===== config.mk =====
export PLATFORM = sky130hd
export DESIGN_NAME = analog_top
export DESIGN_NICKNAME = d
export VERILOG_FILES = /design/src/analog_pkg.sv /design/src/analog_top.sv /design/src/hk_regs.sv /design/src/sys_bus_decoder.sv /design/src/dac_backend.sv /design/src/adc_frontend.sv
export SDC_FILE = /design/constraint.sdc
export NUM_CORES = 1
export LEC_CHECK = 0
export BUFFER_PORTS_ARGS = -buffer_cell sky130_fd_sc_hd__buf_2
export CAP_MARGIN = 20
export CORE_UTILIZATION = 44
export DETAILED_ROUTE_END_ITERATION = 8
export GPL_ROUTABILITY_DRIVEN = 0
export PLACE_DENSITY = 0.83
export SYNTH_ARGS = -nofsm -noshare
export SYNTH_HDL_FRONTEND = slang
export SYNTH_SLANG_ARGS = --single-unit

===== constraint.sdc =====
create_clock -name adc_clk -period 3.58 [get_ports adc_clk]
set_input_delay 0.537 -clock adc_clk [delete_from_list [all_inputs] [get_ports adc_clk]]
set_output_delay 0.537 -clock adc_clk [all_outputs]
set_load 0.01 [all_outputs]

===== src/analog_pkg.sv =====
// analog data path package
`default_nettype none

package analog_pkg;

  //////////////////////////////////////////////////
  // sample widths
  //////////////////////////////////////////////////

  localparam int ADC_PIN_W    = 16;  // adc pin bus per channel
  localparam int ADC_LSB_SKIP = 2;   // low pins reserved, ignored
  localparam int SAMPLE_W     = 14;  // converted sample
  localparam int SUM_W        = 15;  // gen + ctl, one guard bit

  // two's complement sample as seen by the rest of the design
  typedef logic signed [SAMPLE_W-1:0] sample_t;

  // raw dac code, unsigned with negative slope
  typedef logic [SAMPLE_W-1:0] dac_code_t;

  // code for sample zero: msb low, rest high
  localparam dac_code_t DAC_ZERO_CODE = {1'b0, {(SAMPLE_W-1){1'b1}}};

  //////////////////////////////////////////////////
  // system bus map
  //////////////////////////////////////////////////

  localparam int SYS_AW = 32;
  localparam int SYS_DW = 32;

  typedef logic [SYS_DW-1:0] sys_data_t;

  localparam int REGION_MSB = 22;  // region select bits
  localparam int REGION_LSB = 20;
  localparam int N_REGIONS  = 8;
  localparam int HK_REGION  = 0;   // housekeeping lives here

  // housekeeping offsets, compared below the region bits
  localparam logic [REGION_LSB-1:0] HK_ADDR_ID   = 20'h00000;  // id word, ro
  localparam logic [REGION_LSB-1:0] HK_ADDR_LOOP = 20'h00004;  // digital loopback
  localparam logic [REGION_LSB-1:0] HK_ADDR_LED  = 20'h00008;  // led register

  localparam sys_data_t HK_ID_VALUE = 32'h0A5A_0100;  // board id, read only

  localparam int LED_W = 8;

endpackage

`default_nettype wire

===== src/analog_top.sv =====
// analog path top level
`timescale 1ns/1ns
`default_nettype none

module analog_top
  import analog_pkg::*;
(
  // clock and reset
  input  wire logic                 adc_clk,
  input  wire logic                 rst_n_i,
  // samples in
  input  wire logic [ADC_PIN_W-1:0] adc_dat_a_i,   // adc pins, ch a
  input  wire logic [ADC_PIN_W-1:0] adc_dat_b_i,   // adc pins, ch b
  input  wire sample_t              gen_a_i,       // generator samples
  input  wire sample_t              gen_b_i,
  input  wire sample_t              ctl_a_i,       // controller samples
  input  wire sample_t              ctl_b_i,
  // system bus
  input  wire logic [SYS_AW-1:0]    sys_addr_i,
  input  wire sys_data_t            sys_wdata_i,
  input  wire logic                 sys_wen_i,
  input  wire logic                 sys_ren_i,
  // outputs
  output sample_t                   adc_a_o,       // conditioned adc
  output sample_t                   adc_b_o,
  output dac_code_t                 dac_dat_a_o,   // dac pins, ch a
  output dac_code_t                 dac_dat_b_o,   // dac pins, ch b
  output sys_data_t                 sys_rdata_o,
  output logic                      sys_ack_o,
  output logic                      sys_err_o,
  output logic [LED_W-1:0]          led_o
);

  //////////////////////////////////////////////////
  // local wires
  //////////////////////////////////////////////////

  sample_t   dac_a;         // clamped sums, loopback source
  sample_t   dac_b;
  logic      digital_loop;  // from housekeeping

  logic      hk_wen;
  logic      hk_ren;
  sys_data_t hk_rdata;
  logic      hk_ack;
  logic      hk_err;

  //////////////////////////////////////////////////
  // data path
  //////////////////////////////////////////////////

  adc_frontend u_adc (
    .adc_clk     (adc_clk),
    .rst_n_i     (rst_n_i),
    .adc_dat_a_i (adc_dat_a_i),
    .adc_dat_b_i (adc_dat_b_i),
    .loop_i      (digital_loop),
    .loop_a_i    (dac_a),         // unregistered, same cycle
    .loop_b_i    (dac_b),
    .adc_a_o     (adc_a_o),
    .adc_b_o     (adc_b_o)
  );

  // back end sees only top inputs, so loopback forms no loop
  dac_backend u_dac (
    .adc_clk     (adc_clk),
    .rst_n_i     (rst_n_i),
    .gen_a_i     (gen_a_i),
    .gen_b_i     (gen_b_i),
    .ctl_a_i     (ctl_a_i),
    .ctl_b_i     (ctl_b_i),
    .sat_a_o     (dac_a),
    .sat_b_o     (dac_b),
    .dac_dat_a_o (dac_dat_a_o),
    .dac_dat_b_o (dac_dat_b_o)
  );

  //////////////////////////////////////////////////
  // control bus
  //////////////////////////////////////////////////

  sys_bus_decoder u_dec (
    .sys_addr_i  (sys_addr_i),
    .sys_wen_i   (sys_wen_i),
    .sys_ren_i   (sys_ren_i),
    .hk_rdata_i  (hk_rdata),
    .hk_ack_i    (hk_ack),
    .hk_err_i    (hk_err),
    .hk_wen_o    (hk_wen),
    .hk_ren_o    (hk_ren),
    .sys_rdata_o (sys_rdata_o),
    .sys_ack_o   (sys_ack_o),
    .sys_err_o   (sys_err_o)
  );

  hk_regs u_hk (
    .adc_clk        (adc_clk),
    .rst_n_i        (rst_n_i),
    .sys_addr_i     (sys_addr_i),
    .sys_wdata_i    (sys_wdata_i),
    .wen_i          (hk_wen),
    .ren_i          (hk_ren),
    .rdata_o        (hk_rdata),
    .ack_o          (hk_ack),
    .err_o          (hk_err),
    .digital_loop_o (digital_loop),
    .led_o          (led_o)
  );

endmodule

`default_nettype wire


===== src/hk_regs.sv =====
// housekeeping registers
`timescale 1ns/1ns
`default_nettype none

module hk_regs
  import analog_pkg::*;
(
  input  wire logic              adc_clk,
  input  wire logic              rst_n_i,
  input  wire logic [SYS_AW-1:0] sys_addr_i,
  input  wire sys_data_t         sys_wdata_i,
  input  wire logic              wen_i,           // region-gated write strobe
  input  wire logic              ren_i,           // region-gated read strobe
  output sys_data_t              rdata_o,
  output logic                   ack_o,
  output logic                   err_o,
  output logic                   digital_loop_o,  // adc takes dac data
  output logic [LED_W-1:0]       led_o
);

  logic [REGION_LSB-1:0] offs;  // offset inside the region

  assign offs = sys_addr_i[REGION_LSB-1:0];

  //////////////////////////////////////////////////
  // control registers
  //////////////////////////////////////////////////

  // whole word writes, no byte lanes
  always_ff @(posedge adc_clk)
  begin
    if (!rst_n_i)
    begin
      digital_loop_o <= 1'b0;
      led_o          <= '0;
    end
    else if (wen_i)
    begin
      case (offs)
        HK_ADDR_LOOP: digital_loop_o <= sys_wdata_i[0];
        HK_ADDR_LED:  led_o          <= sys_wdata_i[LED_W-1:0];
        default:      ;  // id is read only, rest ignored
      endcase
    end
  end

  //////////////////////////////////////////////////
  // bus response
  //////////////////////////////////////////////////

  // one cycle ack for either strobe
  always_ff @(posedge adc_clk)
  begin
    if (!rst_n_i)
      ack_o <= 1'b0;
    else
      ack_o <= wen_i | ren_i;
  end

  // read data only updated on a read
  always_ff @(posedge adc_clk)
  begin
    if (ren_i)
    begin
      case (offs)
        HK_ADDR_ID:   rdata_o <= HK_ID_VALUE;
        HK_ADDR_LOOP: rdata_o <= {{(SYS_DW-1){1'b0}}, digital_loop_o};
        HK_ADDR_LED:  rdata_o <= {{(SYS_DW-LED_W){1'b0}}, led_o};
        default:      rdata_o <= '0;  // hole in the map
      endcase
    end
  end

  assign err_o = 1'b0;  // every offset is legal

endmodule

`default_nettype wire


===== src/sys_bus_decoder.sv =====
// system bus region decoder
`timescale 1ns/1ns
`default_nettype none

module sys_bus_decoder
  import analog_pkg::*;
(
  input  wire logic [SYS_AW-1:0] sys_addr_i,
  input  wire logic              sys_wen_i,    // master write strobe
  input  wire logic              sys_ren_i,    // master read strobe
  input  wire sys_data_t         hk_rdata_i,   // housekeeping answer
  input  wire logic              hk_ack_i,
  input  wire logic              hk_err_i,
  output logic                   hk_wen_o,     // strobes gated into region 0
  output logic                   hk_ren_o,
  output sys_data_t              sys_rdata_o,  // back to the master
  output logic                   sys_ack_o,
  output logic                   sys_err_o
);

  logic [REGION_MSB-REGION_LSB:0] region;   // region index from addr
  logic [N_REGIONS-1:0]           sys_cs;   // one-hot region select
  logic                           strobe;   // any access this cycle
  sys_data_t                      rdata_arr [N_REGIONS];
  logic [N_REGIONS-1:0]           ack_vec;
  logic [N_REGIONS-1:0]           err_vec;

  //////////////////////////////////////////////////
  // region select
  //////////////////////////////////////////////////

  assign region = sys_addr_i[REGION_MSB:REGION_LSB];
  assign sys_cs = {{(N_REGIONS-1){1'b0}}, 1'b1} << region;
  assign strobe = sys_wen_i | sys_ren_i;

  assign hk_wen_o = sys_cs[HK_REGION] & sys_wen_i;
  assign hk_ren_o = sys_cs[HK_REGION] & sys_ren_i;

  //////////////////////////////////////////////////
  // slave responses
  //////////////////////////////////////////////////

  // unused regions answer right away with zero data
  always_comb
  begin
    for (int i = 0; i < N_REGIONS; i++)
    begin
      if (i == HK_REGION)
      begin
        rdata_arr[i] = hk_rdata_i;
        ack_vec[i]   = hk_ack_i;
        err_vec[i]   = hk_err_i;
      end
      else
      begin
        rdata_arr[i] = '0;
        ack_vec[i]   = strobe;  // same cycle ack
        err_vec[i]   = 1'b0;    // never an error
      end
    end
  end

  //////////////////////////////////////////////////
  // return mux
  //////////////////////////////////////////////////

  // master holds the address until ack, so region stays valid
  assign sys_rdata_o = rdata_arr[region];
  assign sys_ack_o   = |(sys_cs & ack_vec);
  assign sys_err_o   = |(sys_cs & err_vec);

endmodule

`default_nettype wire


===== src/dac_backend.sv =====
// DAC output back end
`timescale 1ns/1ns
`default_nettype none

module dac_backend
  import analog_pkg::*;
(
  input  wire logic    adc_clk,
  input  wire logic    rst_n_i,
  input  wire sample_t gen_a_i,      // generator, ch a
  input  wire sample_t gen_b_i,      // generator, ch b
  input  wire sample_t ctl_a_i,      // controller, ch a
  input  wire sample_t ctl_b_i,      // controller, ch b
  output sample_t      sat_a_o,      // clamped sum, unregistered
  output sample_t      sat_b_o,
  output dac_code_t    dac_dat_a_o,  // registered dac code
  output dac_code_t    dac_dat_b_o
);

  logic [SUM_W-1:0] sum_a;
  logic [SUM_W-1:0] sum_b;

  // clamp a 15 bit sum into the 14 bit range
  // top two bits differ means overflow, sign tells which way
  function automatic sample_t saturate(input logic [SUM_W-1:0] sum);
    if (sum[SUM_W-1] != sum[SUM_W-2])
      return {sum[SUM_W-1], {(SAMPLE_W-1){~sum[SUM_W-1]}}};
    else
      return sum[SAMPLE_W-1:0];
  endfunction

  // two's complement to neg-slope unsigned
  function automatic dac_code_t to_code(input sample_t s);
    return {s[SAMPLE_W-1], ~s[SAMPLE_W-2:0]};
  endfunction

  //////////////////////////////////////////////////
  // sum and saturation
  //////////////////////////////////////////////////

  // sign extend by one bit before adding
  assign sum_a = {gen_a_i[SAMPLE_W-1], gen_a_i} + {ctl_a_i[SAMPLE_W-1], ctl_a_i};
  assign sum_b = {gen_b_i[SAMPLE_W-1], gen_b_i} + {ctl_b_i[SAMPLE_W-1], ctl_b_i};

  assign sat_a_o = saturate(sum_a);  // also feeds adc loopback
  assign sat_b_o = saturate(sum_b);

  //////////////////////////////////////////////////
  // output registers
  //////////////////////////////////////////////////

  always_ff @(posedge adc_clk)
  begin
    if (!rst_n_i)
    begin
      dac_dat_a_o <= DAC_ZERO_CODE;  // mid scale, 0 V out
      dac_dat_b_o <= DAC_ZERO_CODE;
    end
    else
    begin
      dac_dat_a_o <= to_code(sat_a_o);
      dac_dat_b_o <= to_code(sat_b_o);
    end
  end

endmodule

`default_nettype wire


===== src/adc_frontend.sv =====
// ADC input front end
`timescale 1ns/1ns
`default_nettype none

module adc_frontend
  import analog_pkg::*;
(
  input  wire logic                 adc_clk,
  input  wire logic                 rst_n_i,
  input  wire logic [ADC_PIN_W-1:0] adc_dat_a_i,  // ch a pins
  input  wire logic [ADC_PIN_W-1:0] adc_dat_b_i,  // ch b pins
  input  wire logic                 loop_i,       // digital loopback on
  input  wire sample_t              loop_a_i,     // dac side sample, ch a
  input  wire sample_t              loop_b_i,     // dac side sample, ch b
  output sample_t                   adc_a_o,
  output sample_t                   adc_b_o
);

  // raw adc codes straight from the pins
  logic [SAMPLE_W-1:0] adc_q_a;
  logic [SAMPLE_W-1:0] adc_q_b;

  // neg-slope unsigned to two's complement
  // msb stays, the rest flips
  function automatic sample_t to_sample(input logic [SAMPLE_W-1:0] code);
    return {code[SAMPLE_W-1], ~code[SAMPLE_W-2:0]};
  endfunction

  //////////////////////////////////////////////////
  // input registers
  //////////////////////////////////////////////////

  // only the upper 14 pins carry data
  always_ff @(posedge adc_clk)
  begin
    if (!rst_n_i)
    begin
      adc_q_a <= '0;
      adc_q_b <= '0;
    end
    else
    begin
      adc_q_a <= adc_dat_a_i[ADC_PIN_W-1:ADC_LSB_SKIP];  // drop low pins
      adc_q_b <= adc_dat_b_i[ADC_PIN_W-1:ADC_LSB_SKIP];
    end
  end

  //////////////////////////////////////////////////
  // conversion and loopback select
  //////////////////////////////////////////////////

  // loopback path is zero latency, no register in between
  assign adc_a_o = loop_i ? loop_a_i : to_sample(adc_q_a);
  assign adc_b_o = loop_i ? loop_b_i : to_sample(adc_q_b);

endmodule

`default_nettype wire


Yosys cells after proc, flatten, opt, wreduce, memory -nomap -nowiden

Index checks and enable logic that the tools add are counted.

Register bits: 98
Input bits: 156
Output and inout bits: 98
Word-level logic and storage cells: 40

Add/subtract/negate cells: 2
$lt $le $gt $ge: 1
Eq/ne operators: 4
Shift operators: 1
Mux-type cells: 8
Bitwise logic cells: 12
Reductions and logical operators: 4

Operator list:

| operator            | number |
|---|---|
| $bmux 32 s3         | 1 |
| $pmux 28 s3         | 1 |
| $mux 32             | 2 |
| $mux 14             | 4 |
| $not 13->13         | 4 |
| $add 14x14->15      | 2 |
| $eq 20x3->1 const B | 1 |
| $eq 20x4->1 const B | 1 |
| $logic_not 20->1    | 1 |
| $and 8x8->8         | 1 |
| $reduce_or 8->1     | 1 |
| $shl 1x3->8 const A | 1 |
| $ge 4x4->1 const B  | 1 |
| $not 3->4           | 1 |
| $reduce_and 2->1    | 2 |
| $and 1x1->1         | 2 |
| $ne 1x1->1          | 2 |
| $not 1->1           | 2 |
| $or 1x1->1          | 2 |

Depth between registers and ports, before layout

Gate-level depths: netlist (run 1).

Depth after elaboration: 4
Mapped depth: 10
Mapped depth without buffers: 9

Cells and area by module

Synthesis (run 1) repeated with hierarchy kept, for this count alone.

Cells, all modules: 538
Area total of the unflattened synthesis: 4747.1 µm²

Modules (own cells, without submodules):

| module          | times used | cells an instance | area an instance (µm²) |
|---|---|---|---|
| dac_backend     | 1          | 283               | 2367.3 |
| adc_frontend    | 1          | 118               | 1118.6 |
| hk_regs         | 1          | 96                | 991.0 |
| sys_bus_decoder | 1          | 41                | 270.3 |

Worst setup path after synthesis (run 1)

Ideal clock, no wire load.

Path kind: input -> output
Start point: input port gen_a_i[0]
End point: output port adc_a_o[12]
Arrival time: 2.712 ns
Slack: 0.331 ns
Stages: 9
Path through: ha_1 > fa_1 > a21o_1 > a221o_1 > a2111oi_0 > nor2_1 > xnor2_1 > maj3_2 > mux2i_1

Word-level cells in the longest chain between the ends: 4
Elaborated cells on any way between the ends: 5

Ends and longest elaborated chain:

| item                                           | RTL line                             | text |
|---|---|---|
| start: declaration                             | analog_top.sv:14                     | `input wire sample_t gen_a_i,` |
| $add 14x14->15 *                               | dac_backend.sv:42                    | `assign sum_a = {gen_a_i[SAMPLE_W-1], gen_a_i} + {ctl_a_i[SAMPLE_W-1], ctl_a_i};` |
| $ne 1x1->1 / $not 1->1 (equally long branches) | dac_backend.sv:26, dac_backend.sv:27 |  |
| $mux 14 *                                      | dac_backend.sv:26                    | `if (sum[SUM_W-1] != sum[SUM_W-2])` |
| $mux 14 *                                      | adc_frontend.sv:53                   | `assign adc_a_o = loop_i ? loop_a_i : to_sample(adc_q_a);` |
| end: declaration                               | analog_top.sv:24                     | `output sample_t adc_a_o,` |

Every way passes the cells marked *; elsewhere a longest branch is shown, timed or not.

Worst setup path in the final report (run 1)

Start point: input port gen_b_i[0]
End point: output port adc_b_o[12]

Word-level cells in the longest chain between the ends: 4
Elaborated cells on any way between the ends: 5

Ends and longest elaborated chain:

| item                                           | RTL line                             | text |
|---|---|---|
| start: declaration                             | analog_top.sv:15                     | `input wire sample_t gen_b_i,` |
| $add 14x14->15 *                               | dac_backend.sv:43                    | `assign sum_b = {gen_b_i[SAMPLE_W-1], gen_b_i} + {ctl_b_i[SAMPLE_W-1], ctl_b_i};` |
| $ne 1x1->1 / $not 1->1 (equally long branches) | dac_backend.sv:26, dac_backend.sv:27 |  |
| $mux 14 *                                      | dac_backend.sv:26                    |  |
| $mux 14 *                                      | adc_frontend.sv:54                   | `assign adc_b_o = loop_i ? loop_b_i : to_sample(adc_q_b);` |
| end: declaration                               | analog_top.sv:25                     | `output sample_t adc_b_o,` |

Marked as above.

==> results.sh, run 1 <==
export IMPL_status="finished clean"
export IMPL_crit_end="adc_b_o[12]"
export IMPL_tightest_slew_ps=1002
export IMPL_met2_length_mm=6.151
export IMPL_powerDensity_nw_per_um2=421.3
export IMPL_yosysWarningCount=0
export IMPL_critPathMaxStageDelay_ps=360
export IMPL_cts_made_buffers=9
export IMPL_clk_latency_ps=360
export IMPL_htree_levels=3
export IMPL_multi_input_area_um2=2748
export IMPL_setup_viol=0
export IMPL_hold_class="in -> reg"
export IMPL_cts_tree="yes"
export IMPL_fin_crit_sh_pct=98.45
export IMPL_async_reset_ff_share_pct=0
export IMPL_syn_area_um2=4328
export IMPL_ios=254
export IMPL_clk_pin_slew_ps=110
export IMPL_crit_path_start="gen_b_i[0]"
export IMPL_drt_first_iter_violations=73
export IMPL_dr_pass1_iters=4
export IMPL_fillers=816
export IMPL_synth_distinct_cells=59
export IMPL_utilization_pct=64.33
export IMPL_ir_worst_vdd_mv=0.2243
export IMPL_die_y_um=101.2
export IMPL_antenna_cells=0
export IMPL_min_from="adc_dat_b_i[14]"
export IMPL_final_cell_area_um2=6028
export IMPL_cp_arrival_ps=2990
export IMPL_slew_viol_final=0
export IMPL_wl_met3_um=826
export IMPL_pre_cts_slack_ps=-175.4
export IMPL_synth_seq_cells=75
export IMPL_min_period_ps=3525
export IMPL_drive_above_1_share_pct=43.95
export IMPL_timing_rr_end="u_hk.rdata_o[0]"
export IMPL_whs_ps=370.6
export IMPL_cts_buffer_depth=2
export IMPL_synthCells=445
export IMPL_endpoint_kind="primary output"
export IMPL_synthTopCellsByCount="66 x dfxtp_1, 47 x and2_1, 34 x mux2i_1, 33 x a21oi_1, 28 x ha_1"
export IMPL_grt_start_max_net_pins=67
export IMPL_drt_met1_wl_mm=4.817
export IMPL_portBuffers=198
export IMPL_dp_final_hpwl_mm=8.737
export IMPL_ys_flop_type="dfxtp_1"
export IMPL_grt_pass1_wl_mm=17.32
export IMPL_cp_slowest_cell="fa_2"
export IMPL_wl_per_cell_um=15.02
export IMPL_drv_cap=0
export IMPL_path_class="in -> out"
export IMPL_drcViolationCount=0
export IMPL_ys_seq_area_share_pct=36.77
export IMPL_cts_sinks=75
export IMPL_yosysMostFrequentCell="dfxtp_1"
export IMPL_fin_skew_ps=15.85
export IMPL_crit_chain="buf_2 -> ha_4 -> fa_2 -> a21o_1 -> a221oi_2 -> o22ai_2 -> o21a_1 -> buf_4 -> maj3_2 -> mux2_4 -> buf_2"
export IMPL_timing_final_hold_violations=0
export IMPL_rr_startpoint="u_hk.digital_loop_o"
export IMPL_synth_avg_cell_area_um2=9.726
export IMPL_grt_util_all_layers_pct=21.63
export IMPL_synth_area_leaders="dfxtp_1 31%, ha_1 8.1%, mux2i_1 7.9%"
export IMPL_cp_required_ps=3040
export IMPL_num_rows=35
export IMPL_fmax_ghz=0.2837
export IMPL_area_delta_synth_final_pct=39.29
export IMPL_vias=4020
export IMPL_stdcell_count=798
export IMPL_r2r_cells=1
export IMPL_core_area_um2=9371
export IMPL_post_place_cells=773
export IMPL_grt_pass1_vias=3779
export IMPL_r2r_slack_ps=2180
export IMPL_rsz0062_at_grt="true"
export IMPL_start_util_pct=46.18
export IMPL_die_x_um=101.2
export IMPL_antenna_found_initial=0
export IMPL_yosysTopAreaCellShare_pct=30.53
export IMPL_cpMostUsedCell="buf_2"
export IMPL_top_layer="met4"
export IMPL_gr_total_overflow=0
export IMPL_cts_root_buf="clkbuf_8"
export IMPL_vias_per_cell=5.038
export IMPL_dieArea_um2=10240
export IMPL_final_nets=850
export IMPL_drt_wl_total_mm=11.98
export IMPL_path_max_fanout=5
export IMPL_fin_ws_ps=55.36
export IMPL_register_area_um2=1593
export IMPL_slew_headroom_pct=33.19
export IMPL_yosysTopAreaCell="dfxtp_1"
export IMPL_crit_path_start_kind="input port"
export IMPL_drtAntennaViolNets=0
export IMPL_power_leakage_nw=2.709
export IMPL_place_area_um2=5470
export IMPL_synth_edff_count=9
-- through the flow --
stage	power, mW	TNS (ps)
after global placement	1.661	-411.5
after detailed placement	1.680	-1407
after CTS	2.415	-89.95
after floorplan	1.424	0
after global routing	2.669	-617.8
final	2.540	0
-- state kept, by name (all words and copies together) (netlist names) --
name                 count
u_hk.rdata_o             9
u_hk.digital_loop_o      1
u_adc.adc_q_a           14
u_dac.dac_dat_a_o       14
u_hk.led_o               8
u_hk.ack_o               1
u_dac.dac_dat_b_o       14
u_adc.adc_q_b           14
-- cell usage in the layout, fill, tap and decap left out, types with 4 or more instances in the layout --
cell type and n:
a21o_1 5, a21oi_1 20, a21oi_2 12, a21oi_4 12
and2_1 47, and3_1 4, buf_2 196, buf_4 29
buf_6 6, clkbuf_8 9, conb_1 18, dfxtp_1 65
edfxtp_1 9, ha_1 26, inv_1 4, mux2i_1 34
nand2_1 12, nand2b_1 27, nand3_1 4, nor2_1 16
nor2b_1 15, o21a_1 4, o21ai_0 9, xnor2_1 14
xor2_1 7
-- logic make-up (layout without fill, tap and decap cells) --
kind of cell,Yosys count,after routing,share of synthesized area [%]
AND/OR/NAND/NOR,144,145,19.51
multiplexers,36,36,8.471
flip-flops,75,75,36.77
AO/OA/AOI/OAI,89,89,14.57
other,1,18,0.08665
buffers and inverters,46,252,6.591
adder cells (fa/ha/maj),32,32,9.540
XOR/XNOR,22,22,4.452
-- critical path: cells and delay by family --
family          cells  cell delay (ps)
fa+ha+maj           3              830
buf+inv             3              410
compound gates      4              930
mux                 1              260
-- report_power, final --
part	switching [mW]	internal, mW	total (mW)	leakage (nW)
Combinational	0.450	0.416	0.866	1.97
Clock	0.355	0.378	0.733	0.115
Sequential	0.0183	0.923	0.941	0.619
Total	0.822	1.72	2.54	2.71
-- final cells by class --
| type | instances | area share [%] |
|---|---|---|
| Multi-Input combinational cell | 342 | 45.58 |
| Sequential cell | 75 | 26.42 |
| Timing Repair Buffer | 232 | 21.34 |
| Tap cell | 129 | 2.677 |
| Clock buffer | 10 | 2.470 |
| Clock inverter | 6 | 1.266 |
| Inverter | 4 | 0.2491 |
-- per-layer routing --
layer | track usage, % | up-vias
li1 | - | 1962
met1 | 23.88 | 1874
met2 | 40.19 | 163
met3 | 5.659 | 21
met4 | 7.023 | 0
met5 | 0 | -
-- how the worst min path moves through the flow --
stage / endpoint / slack [ps] / depth (start not counted)
5_1_grt: u_adc.adc_q_b[12] / 370 / 2
6_report: u_adc.adc_q_b[12] / 370 / 2
3_3_place_gp: u_hk.led_o[7] / 510 / 2
3_5_place_dp: u_hk.led_o[1] / 520 / 2
4_1_cts: u_adc.adc_q_b[9] / 360 / 2
2_1_floorplan: u_hk.led_o[1] / 550 / 2
-- what timing repair did --
| action | CTS | global route |
|---|---|---|
| gates cloned | 0 | 2 |
| endpoints found under the setup margin | 17 | 26 |
| pin swaps | 3 | 15 |
| setup buffers | 0 | 6 |
| hold buffers | 0 | 0 |
| resized for setup | 4 | 44 |
Power figures use the tool's default switching activity.
==> run 2, diff against run 1 <==
==> constraint.sdc (replaced) <==
create_clock -name adc_clk -period 3.6 [get_ports adc_clk]
set_input_delay 0.54 -clock adc_clk [delete_from_list [all_inputs] [get_ports adc_clk]]
set_output_delay 0.54 -clock adc_clk [all_outputs]
set_load 0.01 [all_outputs]
==> run 2 against run 1 <==
Against the previous run:
- clock power shrank 1%
- wire length shrank 4.3%
- total power shrank 2.8%
- count of clock-buffer cells in the layout is the same
- cell count shrank 0.75%
- sequential share of layout area grew 0.57 points
- sequential power shrank 0.4%
- die area is the same
- via count shrank 1.8%
- cell area shrank 2.1%
- critical endpoint unchanged
- critical path depth grew 1
==> results.sh, run 2 (same netlist as run 1, synthesis figures left out) <==
export IMPL_status="finished clean"
export IMPL_start_util_pct=46.18
export IMPL_antenna_cells=0
export IMPL_combPwrFrac_pct=32.8
export IMPL_min_period_ps=3539
export IMPL_final_nets=844
export IMPL_p_sw_uw=787.9
export IMPL_dieArea_um2=10240
export IMPL_portBuffers=198
export IMPL_hold_class="in -> reg"
export IMPL_area_delta_synth_final_pct=36.34
export IMPL_drt_wl_total_mm=11.47
export IMPL_grt_start_max_net_pins=67
export IMPL_final_cell_mix="196 x buf_2, 65 x dfxtp_1, 47 x and2_1"
export IMPL_ios=254
export IMPL_setup_viol=0
export IMPL_num_rows=35
export IMPL_drt_met1_wl_mm=4.633
export IMPL_endpoint_kind="primary output"
export IMPL_drt_first_iter_violations=93
export IMPL_crit_path_start_kind="input port"
export IMPL_rsz0062_at_grt="true"
export IMPL_path_max_fanout=2
export IMPL_fin_crit_sh_pct=98.31
export IMPL_drive_above_1_share_pct=42.99
export IMPL_swShare_pct=31.91
export IMPL_met2_length_mm=5.987
export IMPL_vias=3949
export IMPL_power_leakage_nw=2.660
export IMPL_cts_made_buffers=9
export IMPL_dp_final_hpwl_mm=8.797
export IMPL_gr_total_overflow=0
export IMPL_mostFrequentLayoutCell="buf_2"
export IMPL_cpMostUsedCell="buf_2"
export IMPL_drv_cap=0
export IMPL_critPathMaxStageDelay_ps=350
export IMPL_wl_per_cell_um=14.48
export IMPL_p_int_mw=1.682
export IMPL_cts_root_buf="clkbuf_8"
export IMPL_cp_slowest_cell="fa_2"
export IMPL_clk_pin_slew_ps=100
export IMPL_crit_chain="buf_2 -> ha_1 -> fa_2 -> a21o_1 -> a221oi_2 -> o22ai_2 -> buf_6 -> a31oi_4 -> xnor2_1 -> maj3_2 -> mux2_4 -> buf_2"
export IMPL_timing_final_hold_violations=0
export IMPL_ir_worst_vdd_mv=0.2163
export IMPL_grt_pass1_wl_mm=16.99
export IMPL_die_y_um=101.2
export IMPL_seq_power_share_pct=37.9
export IMPL_core_area_um2=9371
export IMPL_r2r_slack_ps=2220
export IMPL_powerDensity_nw_per_um2=418.5
export IMPL_setup_tns_final_ps=0
export IMPL_tightest_slew_ps=1040
export IMPL_cp_arrival_ps=3000
export IMPL_fmax_ghz=0.2826
export IMPL_drtAntennaViolNets=0
export IMPL_antenna_found_initial=0
export IMPL_fillers=828
export IMPL_vias_per_cell=4.986
export IMPL_dr_pass1_iters=4
export IMPL_cts_tree="yes"
export IMPL_finalPower_mw=2.469
export IMPL_drcViolationCount=0
export IMPL_cts_sinks=75
export IMPL_cts_buffer_depth=2
export IMPL_top_layer="met4"
export IMPL_place_area_um2=5463
export IMPL_grt_util_all_layers_pct=21.23
export IMPL_wl_met3_um=736
export IMPL_final_cell_area_um2=5901
export IMPL_die_x_um=101.2
export IMPL_cp_required_ps=3060
export IMPL_grt_pass1_vias=3759
export IMPL_slew_headroom_pct=30.68
export IMPL_whs_ps=387.7
export IMPL_slew_viol_final=0
export IMPL_p_clk_share_pct=29.3
export IMPL_fin_skew_ps=10.78
export IMPL_cts_hold_buf=0
export IMPL_path_class="in -> out"
export IMPL_clk_latency_ps=350
export IMPL_htree_levels=3
## run 2: cell types whose count changed in the layout (fill, tap and decap cells not counted)
cell       change
ha_1           +1
buf_12         -1
ha_4           -1
xnor2_2        -1
a21oi_2        +6
a21oi_4        -6
xnor2_1        +1
a2111oi_1      +1
buf_4          -5
a2111oi_2      -1
## run 2: per-stage QoR
step,utilization (%),setup slack (ps),cells
2_1_floorplan,-,345.5,462
3_3_place_gp,58.29,-66.17,772
3_5_place_dp,58.29,-172.0,772
4_1_cts,61.15,19.81,789
5_1_grt,62.96,-76.60,792
6_report,62.96,60.85,792
## run 2: per-layer routing
metal  vias up  track usage [%]
met5         -                0
met4         0            6.132
met3        10            5.107
met2       146            40.87
met1      1840            22.85
li1       1953                -
## run 2: cell type report
| cell class | count | area, um2 | area share [%] |
|---|---|---|---|
| clock buffer | 10 | 148.9 | 2.523 |
| timing repair buffer | 226 | 1229 | 20.82 |
| multi-input combinational | 342 | 2678 | 45.38 |
| sequential | 75 | 1593 | 26.99 |
| clock inverter | 6 | 76.32 | 1.293 |
| inverter | 4 | 15.01 | 0.2545 |
| tap | 129 | 161.4 | 2.735 |
## run 2: final timing paths
path	to	startpoint	cells after the start
worst min register to register	u_hk.led_o[1]	u_hk.led_o[1]	2
worst max-delay path	adc_b_o[12]	gen_b_i[0]	12
worst max register to register	u_hk.rdata_o[0]	u_hk.digital_loop_o	1
worst min-delay path	u_adc.adc_q_b[12]	adc_dat_b_i[14]	2
## run 2: power by group through the flow
stage | clock network [mW] | logic, mW | registers [mW]
after floorplan | 0 | 0.432 | 0.984
after detailed placement | 0 | 0.714 | 0.956
after global placement | 0 | 0.696 | 0.954
after global routing | 0.784 | 0.880 | 0.942
final | 0.724 | 0.809 | 0.937
after CTS | 0.744 | 0.734 | 0.937
## run 2: critical path, delay by kind of cell
kind / cells / cell delay (ps)
mux: 1 / 260
buf+inv: 3 / 400
xor+xnor: 1 / 80
compound gates: 4 / 850
fa+ha+maj: 3 / 880
## run 2: repair_timing
item	CTS	global route
gates resized for setup	8	30
pin swaps	3	12
setup buffers	1	1
setup endpoints to repair	18	19
gates cloned	0	2
==> run 3, diff against run 2 <==
--- a/config.mk
+++ b/config.mk
@@ -5,12 +5,13 @@
 export SDC_FILE = /design/constraint.sdc
 export NUM_CORES = 1
 export LEC_CHECK = 0
+export ABC_AREA = 1
 export BUFFER_PORTS_ARGS = -buffer_cell sky130_fd_sc_hd__buf_2
 export CAP_MARGIN = 20
-export CORE_UTILIZATION = 44
+export CORE_UTILIZATION = 46
 export DETAILED_ROUTE_END_ITERATION = 8
 export GPL_ROUTABILITY_DRIVEN = 0
-export PLACE_DENSITY = 0.83
+export PLACE_DENSITY = 0.84
 export SYNTH_ARGS = -nofsm -noshare
 export SYNTH_HDL_FRONTEND = slang
 export SYNTH_SLANG_ARGS = --single-unit
==> run 3 against run 2 <==
Against the previous run:
- maximum frequency up 6.8%
- critical path type unchanged
- wire length up 4.8%
- die area up 6.1%
- core utilization down 3.1 points
- setup slack better by 220 ps
- flip-flop and latch count unchanged
- clock power down 11%
- clock skew down 3.2 ps
- first-iteration DRC count up 100%
- sequential power down 0.4%
- highest routed layer is now met5
- largest cell class unchanged
- worst hold slack worse by 11 ps
==> results.sh, run 3 <==
export IMPL_status="finished clean"
export IMPL_setup_viol=0
export IMPL_slew_headroom_pct=46.39
export IMPL_cpMostUsedCell="nand2_1"
export IMPL_synth_seq_cells=75
export IMPL_synth_area_leaders="dfxtp_1 27%, nand2_1 12%, inv_1 8.0%"
export IMPL_synth_avg_cell_area_um2=7.059
export IMPL_clk_latency_ps=340
export IMPL_path_buf_inv=2
export IMPL_stdcell_count=1009
export IMPL_grt_pass1_wl_mm=19.58
export IMPL_gr_total_overflow=0
export IMPL_ys_seq_area_share_pct=33.11
export IMPL_fmax_ghz=0.3016
export IMPL_ctsResizeCount=0
export IMPL_grt_pass1_vias=4477
export IMPL_fillers=954
export IMPL_grt_start_max_net_pins=39
export IMPL_drive_above_1_share_pct=31.28
export IMPL_place_area_um2=5762
export IMPL_wl_per_cell_um=11.91
export IMPL_cts_hold_buf=0
export IMPL_htree_levels=3
export IMPL_path_class="in -> out"
export IMPL_start_util_pct=48.29
export IMPL_area_delta_synth_final_pct=23.87
export IMPL_cts_buffer_depth=2
export IMPL_path_max_fanout=13
export IMPL_num_rows=36
export IMPL_final_nets=1057
export IMPL_endpoint_kind="primary output"
export IMPL_post_place_cells=993
export IMPL_grt_util_all_layers_pct=22.14
export IMPL_power_leakage_nw=3.308
export IMPL_powerDensity_nw_per_um2=384.1
export IMPL_ys_flop_type="dfxtp_1"
export IMPL_synth_distinct_cells=33
export IMPL_vias_per_cell=4.668
export IMPL_synth_edff_count=9
export IMPL_async_reset_ff_share_pct=0
export IMPL_mostFrequentLayoutCell="buf_2"
export IMPL_final_cell_area_um2=5954
export IMPL_antenna_found_initial=1
export IMPL_synthTopCellsByCount="150 x nand2_1, 102 x inv_1, 101 x nor2_1, 66 x dfxtp_1, 48 x a21oi_1"
export IMPL_dp_final_hpwl_mm=9.793
export IMPL_syn_area_um2=4807
export IMPL_crit_path_start_kind="input port"
export IMPL_hold_class="in -> reg"
export IMPL_critPathMaxStageDelay_ps=410
export IMPL_fin_crit_sh_pct=92.09
export IMPL_r2r_slack_ps=2630
export IMPL_post_cts_buffers=0
export IMPL_yosysTopAreaCellShare_pct=27.49
export IMPL_crit_chain="buf_2 -> ha_1 -> fa_1 -> nand2_1 -> nand2_1 -> nand3_1 -> nand2_1 -> nand2_1 -> nand2_1 -> nand2_1 -> nand2_2 -> nand2_2 -> nand2_1 -> a21oi_1 -> buf_2"
export IMPL_dieArea_um2=10860
export IMPL_final_cell_mix="198 x buf_2, 150 x nand2_1, 102 x inv_1"
export IMPL_synthCells=681
export IMPL_ir_worst_vdd_mv=0.2172
export IMPL_cts_made_buffers=9
export IMPL_drv_cap=0
export IMPL_yosysWarningCount=0
export IMPL_portBuffers=198
export IMPL_whs_ps=377.1
export IMPL_cp_required_ps=3060
export IMPL_min_period_ps=3315
export IMPL_drt_first_iter_violations=189
export IMPL_die_x_um=104.2
export IMPL_rsz0062_at_grt="false"
export IMPL_cts_sinks=75
export IMPL_cp_slowest_cell="fa_1"
export IMPL_antenna_cells=0
export IMPL_timing_final_hold_violations=0
export IMPL_clk_pin_slew_ps=90
export IMPL_die_y_um=104.2
export IMPL_yosysMostFrequentCell="nand2_1"
export IMPL_register_area_um2=1592
export IMPL_fin_skew_ps=7.563
export IMPL_core_area_um2=9955
export IMPL_drcViolationCount=0
export IMPL_drt_wl_total_mm=12.01
export IMPL_dr_pass1_iters=4
export IMPL_tightest_slew_ps=801.3
export IMPL_drtAntennaViolNets=0
export IMPL_yosysTopAreaCell="dfxtp_1"
export IMPL_setup_tns_final_ps=0
export IMPL_cts_root_buf="clkbuf_8"
export IMPL_cp_arrival_ps=2780
export IMPL_vias=4710
export IMPL_slew_viol_final=0
export IMPL_cts_tree="yes"
export IMPL_multi_input_area_um2=2577
export IMPL_cp_top_family="simple AND/OR/NAND/NOR gates"
export IMPL_ios=254
==> run 3: cell count changes after synthesis, moves of 11 or more <==
cell	previous run	this run
and2_1	47	0
nand2b_1	27	0
inv_1	4	102
a21oi_1	33	48
nand2_1	12	150
nor2b_1	15	0
o21ai_2	0	20
mux2i_1	34	0
xnor2_1	15	4
nand3_1	4	21
nor2_1	16	101
==> run 3: final cells by class <==
class                   instances  share of cell area (%)
clock inverters                 6                   1.093
flip-flops and latches         75                   26.73
clock buffers                  10                   2.143
inverters                     106                   6.682
repair buffers                203                   17.27
multi-input cells             476                   43.29
well taps                     133                   2.795
==> run 3: stage by stage <==
step / worst slack, ps / utilization (%) / total power, mW
finish: 284.6 / 59.82 / 2.287
global placement: 435.8 / 57.88 / 1.643
CTS: 354.5 / 59.82 / 2.306
floorplan: 822.1 / - / 1.457
detailed placement: 358.3 / 57.88 / 1.656
global route: 139.9 / 59.82 / 2.429
==> run 3: worst paths after layout <==
| check | from | to | cells after the start |
|---|---|---|---|
| max reg2reg | u_hk.digital_loop_o | u_hk.rdata_o[0] | 3 |
| max | gen_a_i[0] | adc_a_o[6] | 15 |
| min reg2reg | u_hk.led_o[1] | u_hk.led_o[1] | 2 |
| min | adc_dat_a_i[7] | u_adc.adc_q_a[5] | 3 |
==> run 3: metal layers <==
metal	vias to the layer above	GRT usage, %	share of wire [%]
li1	2476	-	-
met1	2042	25.82	43
met2	169	39.90	49
met3	21	5.138	6.7
met4	2	6.837	1.4
met5	-	0	0.092
==> run 3: kinds of logic after synthesis <==
logic type               count (synthesis)  synth area share, %
AO/OA/AOI/OAI                          106                14.08
buffers and inverters                  147                14.60
XOR/XNOR                                18                3.280
other                                    1              0.07801
flip-flops                              75                33.11
adder cells (fa/ha/maj)                 30                8.121
AND/OR/NAND/NOR                        304                26.73
==> run 3: tightest hold or removal path, stage by stage <==
cell	delay [ps]
buf_2	70
nand2_1	40
inv_1	40
==> run 3: power breakdown <==
part / switching (mW) / internal [mW] / total (mW)
clock: 0.326 / 0.321 / 0.647
sequential: 0.0157 / 0.917 / 0.933
combinational: 0.439 / 0.269 / 0.708
